## config.mk

```make
export PLATFORM = sky130hd
export DESIGN_NAME = safe_island_ctrl
export DESIGN_NICKNAME = d
export VERILOG_FILES = /design/src/safe_pkg.sv /design/src/hart_status_if.sv /design/src/mode_sel_fsm.sv /design/src/single_mode_fsm.sv /design/src/tmr_hart_fsm.sv /design/src/safe_island_ctrl.sv
export SDC_FILE = /design/constraint.sdc
export NUM_CORES = 1
export LEC_CHECK = 0
export BUFFER_PORTS_ARGS = -buffer_cell sky130_fd_sc_hd__buf_2
export CAP_MARGIN = 20
export CELL_PAD_IN_SITES_DETAIL_PLACEMENT = 0
export CELL_PAD_IN_SITES_GLOBAL_PLACEMENT = 1
export CORE_MARGIN = 2
export CORE_UTILIZATION = 42
export DETAILED_ROUTE_END_ITERATION = 10
export GPL_TIMING_DRIVEN = 1
export HOLD_SLACK_MARGIN = 0.05
export PLACE_DENSITY_LB_ADDON = 0.1
export SLEW_MARGIN = 20
export SYNTH_ARGS = -nofsm -noshare
export SYNTH_HDL_FRONTEND = slang
export SYNTH_HIERARCHICAL = 1
export SYNTH_SLANG_ARGS = --single-unit
```

## constraint.sdc

```tcl
create_clock -name clk_i -period 2.73 [get_ports clk_i]
set_input_delay 0.6825 -clock clk_i [delete_from_list [all_inputs] [get_ports clk_i]]
set_output_delay 0.6825 -clock clk_i [all_outputs]
set_load 0.02 [all_outputs]
```

## src/safe_pkg.sv

```systemverilog
// Safety island mode controller definitions

package safe_pkg;

  ////////////////////////////////////////////////////////////
  // Hart count and vectors
  ////////////////////////////////////////////////////////////

  // Fixed at three, the lockstep logic checks all-three conditions
  localparam int unsigned NHARTS = 3;

  // One bit per hart
  typedef logic [NHARTS-1:0] hart_vec_t;

  ////////////////////////////////////////////////////////////
  // Configuration codes
  ////////////////////////////////////////////////////////////

  localparam logic [1:0] CFG_SINGLE = 2'b00;
  localparam logic [1:0] CFG_TMR    = 2'b01;
  localparam logic [1:0] CFG_DMR    = 2'b10;

  ////////////////////////////////////////////////////////////
  // State encodings
  ////////////////////////////////////////////////////////////

  // Top mode select
  typedef enum logic [2:0] {
    RESET,
    IDLE,
    SINGLE,
    TMR,
    DMR
  } safe_mode_e;

  // Single core boot, run and stop
  typedef enum logic [2:0] {
    S_RESET,
    S_IDLE,
    S_START,
    S_RUN,
    S_SYNC_OFF
  } single_state_e;

  // Per-hart lockstep sequence
  typedef enum logic [2:0] {
    T_RESET,
    T_IDLE,
    T_START,
    T_BOOT,
    T_SYNC,
    T_END_SYNC
  } tmr_state_e;

endpackage

```

## src/hart_status_if.sv

```systemverilog
// Hart status and run control
`timescale 1ns/1ps

interface hart_status_if;

  // Per-hart status from the cores
  safe_pkg::hart_vec_t halt_ack;
  safe_pkg::hart_vec_t wfi;
  safe_pkg::hart_vec_t intc_ack;
  safe_pkg::hart_vec_t master;

  // Run control levels
  logic start;
  logic safe_mode;
  logic end_sw;

  modport src (
    output halt_ack,
    output wfi,
    output intc_ack,
    output master,
    output start,
    output safe_mode,
    output end_sw
  );

  modport fsm (
    input halt_ack,
    input wfi,
    input intc_ack,
    input master,
    input start,
    input safe_mode,
    input end_sw
  );

endinterface

```

## src/mode_sel_fsm.sv

```systemverilog
// Mode select state machine
`timescale 1ns/1ps

module mode_sel_fsm (
  input  logic                 clk_i,
  input  logic                 rst_ni,
  hart_status_if.fsm           status_i,
  input  logic [1:0]           safe_cfg_i,
  input  logic                 single_idle_i,
  input  safe_pkg::hart_vec_t  single_halt_i,
  input  safe_pkg::hart_vec_t  tmr_idle_i,
  input  safe_pkg::hart_vec_t  tmr_halt_i,
  input  safe_pkg::hart_vec_t  tmr_boot_i,
  input  safe_pkg::hart_vec_t  tmr_bus_i,
  input  safe_pkg::hart_vec_t  tmr_voter_i,
  output safe_pkg::safe_mode_e mode_o,
  output safe_pkg::hart_vec_t  halt_o,
  output logic                 start_boot_o,
  output logic                 single_bus_o,
  output logic                 tmr_voter_en_o,
  output logic                 ext_debug_en_o
);

  safe_pkg::safe_mode_e state_q;
  safe_pkg::safe_mode_e state_d;

  always_ff @(posedge clk_i or negedge rst_ni)
  begin
    if (!rst_ni)
    begin
      state_q <= safe_pkg::RESET;
    end
    else
    begin
      state_q <= state_d;
    end
  end

  ////////////////////////////////////////////////////////////
  // Next state
  ////////////////////////////////////////////////////////////

  always_comb
  begin
    state_d = state_q;
    unique case (state_q)
      safe_pkg::RESET:
      begin
        state_d = safe_pkg::IDLE;
      end
      safe_pkg::IDLE:
      begin
        // Safe mode picks TMR or DMR, otherwise plain single core
        if (status_i.safe_mode && safe_cfg_i == safe_pkg::CFG_TMR && status_i.start)
          state_d = safe_pkg::TMR;
        else if (status_i.safe_mode && safe_cfg_i == safe_pkg::CFG_DMR && status_i.start)
          state_d = safe_pkg::DMR;
        else if (!status_i.safe_mode && safe_cfg_i == safe_pkg::CFG_SINGLE && status_i.start)
          state_d = safe_pkg::SINGLE;
      end
      safe_pkg::SINGLE:
      begin
        if (!status_i.start && single_idle_i)
          state_d = safe_pkg::IDLE;
      end
      safe_pkg::TMR:
      begin
        // Wait until every hart has finished its sequence
        if (!status_i.start && (&tmr_idle_i))
          state_d = safe_pkg::IDLE;
      end
      safe_pkg::DMR:
      begin
        if (!status_i.safe_mode)
          state_d = safe_pkg::IDLE;
      end
      default:
      begin
        state_d = safe_pkg::IDLE;
      end
    endcase
  end

  ////////////////////////////////////////////////////////////
  // Merged outputs
  ////////////////////////////////////////////////////////////

  assign mode_o         = state_q;
  assign halt_o         = single_halt_i | tmr_halt_i;
  assign start_boot_o   = (state_q == safe_pkg::SINGLE) | (|tmr_boot_i);
  assign single_bus_o   = |tmr_bus_i;
  assign tmr_voter_en_o = |tmr_voter_i;

  // Debug requests only allowed while no mode is active
  assign ext_debug_en_o = (state_q == safe_pkg::IDLE);

endmodule

```

## src/single_mode_fsm.sv

```systemverilog
// Single core run controller
`timescale 1ns/1ps

module single_mode_fsm (
  input  logic                 clk_i,
  input  logic                 rst_ni,
  hart_status_if.fsm           status_i,
  input  safe_pkg::safe_mode_e mode_i,
  output logic                 idle_o,
  output safe_pkg::hart_vec_t  halt_o
);

  safe_pkg::single_state_e state_q;
  safe_pkg::single_state_e state_d;

  always_ff @(posedge clk_i or negedge rst_ni)
  begin
    if (!rst_ni)
    begin
      state_q <= safe_pkg::S_RESET;
    end
    else
    begin
      state_q <= state_d;
    end
  end

  always_comb
  begin
    state_d = state_q;
    unique case (state_q)
      safe_pkg::S_RESET:
      begin
        state_d = safe_pkg::S_IDLE;
      end
      safe_pkg::S_IDLE:
      begin
        if (mode_i == safe_pkg::SINGLE && status_i.start && !status_i.end_sw)
          state_d = safe_pkg::S_START;
      end
      safe_pkg::S_START:
      begin
        // Master has entered debug halt
        if (status_i.halt_ack == status_i.master)
          state_d = safe_pkg::S_RUN;
      end
      safe_pkg::S_RUN:
      begin
        // Software stop first, then external stop
        if (status_i.end_sw && (&status_i.wfi))
          state_d = safe_pkg::S_IDLE;
        else if (!status_i.start && status_i.halt_ack == '0 && !status_i.end_sw)
          state_d = safe_pkg::S_SYNC_OFF;
      end
      safe_pkg::S_SYNC_OFF:
      begin
        if (status_i.wfi == '0)
          state_d = safe_pkg::S_IDLE;
      end
      default:
      begin
        state_d = safe_pkg::S_IDLE;
      end
    endcase
  end

  assign idle_o = (state_q == safe_pkg::S_IDLE);

  // Halt only the master hart while booting
  assign halt_o = (state_q == safe_pkg::S_START) ? status_i.master : '0;

endmodule

```

## src/tmr_hart_fsm.sv

```systemverilog
// Lockstep controller for one hart
`timescale 1ns/1ps

module tmr_hart_fsm #(
  parameter int unsigned HART_IDX = 0
) (
  input  logic                 clk_i,
  input  logic                 rst_ni,
  hart_status_if.fsm           status_i,
  input  safe_pkg::safe_mode_e mode_i,
  output logic                 idle_o,
  output logic                 halt_o,
  output logic                 boot_o,
  output logic                 bus_o,
  output logic                 voter_o,
  output logic                 sync_irq_o
);

  safe_pkg::tmr_state_e state_q;
  safe_pkg::tmr_state_e state_d;

  logic all_wfi;
  logic is_master;

  assign all_wfi   = &status_i.wfi;
  assign is_master = status_i.master[HART_IDX];

  always_ff @(posedge clk_i or negedge rst_ni)
  begin
    if (!rst_ni)
    begin
      state_q <= safe_pkg::T_RESET;
    end
    else
    begin
      state_q <= state_d;
    end
  end

  always_comb
  begin
    state_d = state_q;
    unique case (state_q)
      safe_pkg::T_RESET:
      begin
        state_d = safe_pkg::T_IDLE;
      end
      safe_pkg::T_IDLE:
      begin
        if (mode_i == safe_pkg::TMR && status_i.start)
          state_d = safe_pkg::T_START;
      end
      safe_pkg::T_START:
      begin
        if (status_i.halt_ack[HART_IDX])
          state_d = safe_pkg::T_BOOT;
      end
      safe_pkg::T_BOOT:
      begin
        // Halt released, hart is running the boot code
        if (!status_i.halt_ack[HART_IDX])
          state_d = safe_pkg::T_SYNC;
      end
      safe_pkg::T_SYNC:
      begin
        if (all_wfi && status_i.end_sw)
          state_d = safe_pkg::T_IDLE;
        else if (all_wfi && !status_i.safe_mode)
          state_d = safe_pkg::T_END_SYNC;
      end
      safe_pkg::T_END_SYNC:
      begin
        // Master waits for its irq ack, the others for their wfi
        if (is_master && status_i.intc_ack[HART_IDX])
          state_d = safe_pkg::T_IDLE;
        else if (!is_master && status_i.wfi[HART_IDX])
          state_d = safe_pkg::T_IDLE;
      end
      default:
      begin
        state_d = safe_pkg::T_IDLE;
      end
    endcase
  end

  ////////////////////////////////////////////////////////////
  // Output decode
  ////////////////////////////////////////////////////////////

  assign idle_o     = (state_q == safe_pkg::T_IDLE);
  assign halt_o     = (state_q == safe_pkg::T_START);
  assign boot_o     = (state_q == safe_pkg::T_START) || (state_q == safe_pkg::T_BOOT);
  assign bus_o      = boot_o || (state_q == safe_pkg::T_SYNC);
  assign voter_o    = bus_o;
  assign sync_irq_o = (state_q == safe_pkg::T_END_SYNC) && is_master;

endmodule

```

## src/safe_island_ctrl.sv

```systemverilog
// Safety island mode controller
`timescale 1ns/1ps

module safe_island_ctrl (
  input  logic                clk_i,
  input  logic                rst_ni,
  input  logic                safe_mode_i,
  input  logic [1:0]          safe_cfg_i,
  input  logic                start_i,
  input  logic                end_sw_i,
  input  safe_pkg::hart_vec_t halt_ack_i,
  input  safe_pkg::hart_vec_t hart_wfi_i,
  input  safe_pkg::hart_vec_t intc_ack_i,
  input  safe_pkg::hart_vec_t master_core_i,
  output safe_pkg::hart_vec_t halt_o,
  output safe_pkg::hart_vec_t sync_irq_o,
  output logic                start_boot_o,
  output logic                single_bus_o,
  output logic                tmr_voter_en_o,
  output logic                ext_debug_en_o
);

  safe_pkg::safe_mode_e mode;
  logic                 single_idle;
  safe_pkg::hart_vec_t  single_halt;
  safe_pkg::hart_vec_t  tmr_idle;
  safe_pkg::hart_vec_t  tmr_halt;
  safe_pkg::hart_vec_t  tmr_boot;
  safe_pkg::hart_vec_t  tmr_bus;
  safe_pkg::hart_vec_t  tmr_voter;

  hart_status_if u_status ();

  // Core status into the shared bundle
  assign u_status.halt_ack  = halt_ack_i;
  assign u_status.wfi       = hart_wfi_i;
  assign u_status.intc_ack  = intc_ack_i;
  assign u_status.master    = master_core_i;
  assign u_status.start     = start_i;
  assign u_status.safe_mode = safe_mode_i;
  assign u_status.end_sw    = end_sw_i;

  mode_sel_fsm u_mode_sel_fsm (
    .clk_i          (clk_i),
    .rst_ni         (rst_ni),
    .status_i       (u_status.fsm),
    .safe_cfg_i     (safe_cfg_i),
    .single_idle_i  (single_idle),
    .single_halt_i  (single_halt),
    .tmr_idle_i     (tmr_idle),
    .tmr_halt_i     (tmr_halt),
    .tmr_boot_i     (tmr_boot),
    .tmr_bus_i      (tmr_bus),
    .tmr_voter_i    (tmr_voter),
    .mode_o         (mode),
    .halt_o         (halt_o),
    .start_boot_o   (start_boot_o),
    .single_bus_o   (single_bus_o),
    .tmr_voter_en_o (tmr_voter_en_o),
    .ext_debug_en_o (ext_debug_en_o)
  );

  single_mode_fsm u_single_mode_fsm (
    .clk_i    (clk_i),
    .rst_ni   (rst_ni),
    .status_i (u_status.fsm),
    .mode_i   (mode),
    .idle_o   (single_idle),
    .halt_o   (single_halt)
  );

  // One lockstep machine per hart
  for (genvar i = 0; i < safe_pkg::NHARTS; i++)
  begin : g_tmr_hart
    tmr_hart_fsm #(
      .HART_IDX (i)
    ) u_tmr_hart_fsm (
      .clk_i      (clk_i),
      .rst_ni     (rst_ni),
      .status_i   (u_status.fsm),
      .mode_i     (mode),
      .idle_o     (tmr_idle[i]),
      .halt_o     (tmr_halt[i]),
      .boot_o     (tmr_boot[i]),
      .bus_o      (tmr_bus[i]),
      .voter_o    (tmr_voter[i]),
      .sync_irq_o (sync_irq_o[i])
    );
  end

endmodule

```

==> impl_metrics.ini <==
[run_status]
status = finished clean

[clock_tree]
clk_path_buf_depth = 2
postCtsHoldBufs = 0
clk_pin_slew_worst_paths_ns = 0.10
cts_tree = built
clockRootBuffer = clkbuf_4
clkLatencyLatePin_ns = 0.28
htreeDepth = 1
ctsResizeCount = 0
clock-sinks = 15
cts_made_buffers = 3
cts_setup_buffers = 0

[floorplanning]
io_pins = 29
start_util_pct = 43.8
dieWidth_um = 57.4
core_area_um2 = 2730
fp.dieH_um = 57.4
num_rows = 19
dieArea_um2 = 3300

[detailed_routing]
drt_iter0_markers = 40
drc = 0
routed_wl_um = 2950
dr.pass1.iters = 4
vias_per_cell = 5.74
vias = 1137
wl_per_cell_um = 14.9
antenna_left = 0

[setup_path]
worstPathRequired_ns = 2.05
endpoint_kind = primary output
critPathTopFamily = simple AND/OR/NAND/NOR gates
crit_slowest_cell = dfrtp_1
worst-path-buf-inv = 1
arrival_ns = 1.63
r2r-end = u_mode_sel_fsm/mode_o[1]
reg2reg_depth = 5
cp_max_fo = 5
cp-start-kind = register
r2r_slack_ns = 1.22
crit_chain = nand2b_1 -> o21ai_0 -> or3_1 -> buf_2
r2r_start = g_tmr_hart[0].u_tmr_hart_fsm/state_q[0]
crit_path_max_incr_delay_ns = 0.44
path_class = reg -> out

[synth]
async_flop_share_pct = 100
synth-seq-cells = 15
syn_avg_cell_area_um2 = 8.69
synthDistinctLibCells = 37
ys.flop_type = dfrtp_1
netlist_area_um2 = 1200
synth_cells = 138
seq_area_frac_synth_pct = 31.3
synth_edf_count = 0
syn_nets = 157
ys_warn_count = 6

[placed_design]
place_congestion = 0.776
pre_cts_slack_ns = 0.670
portBuffers = 28
dp.cells = 194
hpwl_um = 2300

[timing]
period_minus_slack_ns = 2.31
final-setup-viol-count = 0
timing.final.ws_setup_ns = 0.422
tns_ns = 0
final-max-slew-violation-count = 0
max_freq_mhz = 433
rsz0062_at_grt = no
hold_violations = 0
slew_headroom_pct = 77.2
finalCritPeriodShare_pct = 84.6
tightest_slew_ns = 0.337
finalClockSkew_ns = 0.00836

[global_routing]
antenna_found_initial = 0
overflow = 0
grt_pass1_vias = 1116
grt_pass1_wl_um = 5180
grt_use_total_pct = 19.9
grt_max_degree = 16

[final_layout]
drive_gt1_share_pct = 29.3
nFillCells = 289
mostFrequentLayoutCells = buf_2, dfrtp_1, nor2_1, o21ai_0
instances_no_fill = 198
synthToLayoutAreaGrowth_pct = 15.2
final_common_cell = buf_2
n_antenna_cell = 0
nNetsFinal = 187

[power]
leakage_nw = 0.645
powerDensity_nw_per_um2 = 820
ir_drop_uv = 475

[flow_run]
max-cap-violations = 0

[worst_hold_path]
hold_class = in -> async
## state kept, by name, summed over array words and instances (netlist names)
register                           flops
u_single_mode_fsm/state_q              3
u_mode_sel_fsm/mode_o                  3
g_tmr_hart.u_tmr_hart_fsm/state_q      9
## per-stage QoR
| stage | utilization [%] | cell area, um^2 | hold slack [ns] | power (mW) |
|---|---|---|---|---|
| 2_1_floorplan | - | 1200 | 0.387 | 0.849 |
| 3_3_place_gp | 49.6 | 1360 | 0.488 | 1.00 |
| 3_5_place_dp | 49.6 | 1360 | 0.499 | 1.01 |
| 4_1_cts | 50.5 | 1380 | 0.300 | 1.14 |
| 5_1_grt | 50.5 | 1380 | 0.303 | 1.24 |
| 6_report | 50.5 | 1380 | 0.292 | 1.13 |
## report_power, final
part	total, mW	internal (mW)	leakage (nW)	switching, mW
Combinational	0.592	0.270	0.450	0.322
Sequential	0.412	0.291	0.180	0.121
Clock	0.129	0.0567	0.0150	0.0728
## worst max-delay path by stage
stage / depth (start not counted) / slack (ns) / start / to
after floorplan: 4 / 0.81 / g_tmr_hart[1].u_tmr_hart_fsm/state_q[2] / tmr_voter_en_o
after global placement: 4 / 0.67 / master_core_i[2] / halt_o[2]
after detailed placement: 4 / 0.67 / master_core_i[2] / halt_o[2]
after CTS: 4 / 0.40 / g_tmr_hart[0].u_tmr_hart_fsm/state_q[2] / single_bus_o
after global routing: 4 / 0.30 / g_tmr_hart[0].u_tmr_hart_fsm/state_q[2] / single_bus_o
final: 4 / 0.42 / g_tmr_hart[0].u_tmr_hart_fsm/state_q[2] / single_bus_o
## per-layer routing
metal / global-route usage (%) / vias to the layer above / part of all wire (%)
li1: - / 569 / -
met1: 28.9 / 539 / 50
met2: 30.5 / 27 / 44
met3: 2.72 / 2 / 5.0
met4: 5.98 / 0 / 0.61
met5: 0 / - / 0
## synthesized netlist by cell type (4+ instances only)
master | count | area, um^2
nor3_1 | 5 | 25.0
nand3_1 | 4 | 20.0
nand2_1 | 6 | 22.5
o21ai_0 | 8 | 40.0
nand2b_1 | 7 | 43.8
nor2b_1 | 6 | 37.5
a21oi_1 | 7 | 35.0
nor2_1 | 8 | 30.0
or3_1 | 6 | 37.5
and4b_1 | 4 | 40.0
inv_1 | 4 | 15.0
nand3b_1 | 6 | 45.0
dfrtp_1 | 15 | 375
nor3b_2 | 5 | 62.6
## final cells by class
cell class | count | area [um^2] | area share (%)
clock buffer | 4 | 26.3 | 1.90
inverter | 7 | 26.3 | 1.90
timing repair buffer | 28 | 140 | 10.1
sequential | 15 | 375 | 27.2
tap | 31 | 38.8 | 2.81
multi-input combinational | 113 | 774 | 56.1
## logic make-up (layout without fill, tap and decap cells)
logic type             Yosys count  count (layout)  synth area share [%]
AO/OA/AOI/OAI                   33              33                  19.0
XOR/XNOR                         5               5                  3.65
buffers and inverters           10              39                  4.07
flip-flops                      15              15                  31.3
multiplexers                     3               3                  2.51
AND/OR/NAND/NOR                 72              72                  39.5
No activity file was read; power rests on OpenSTA's default activity.
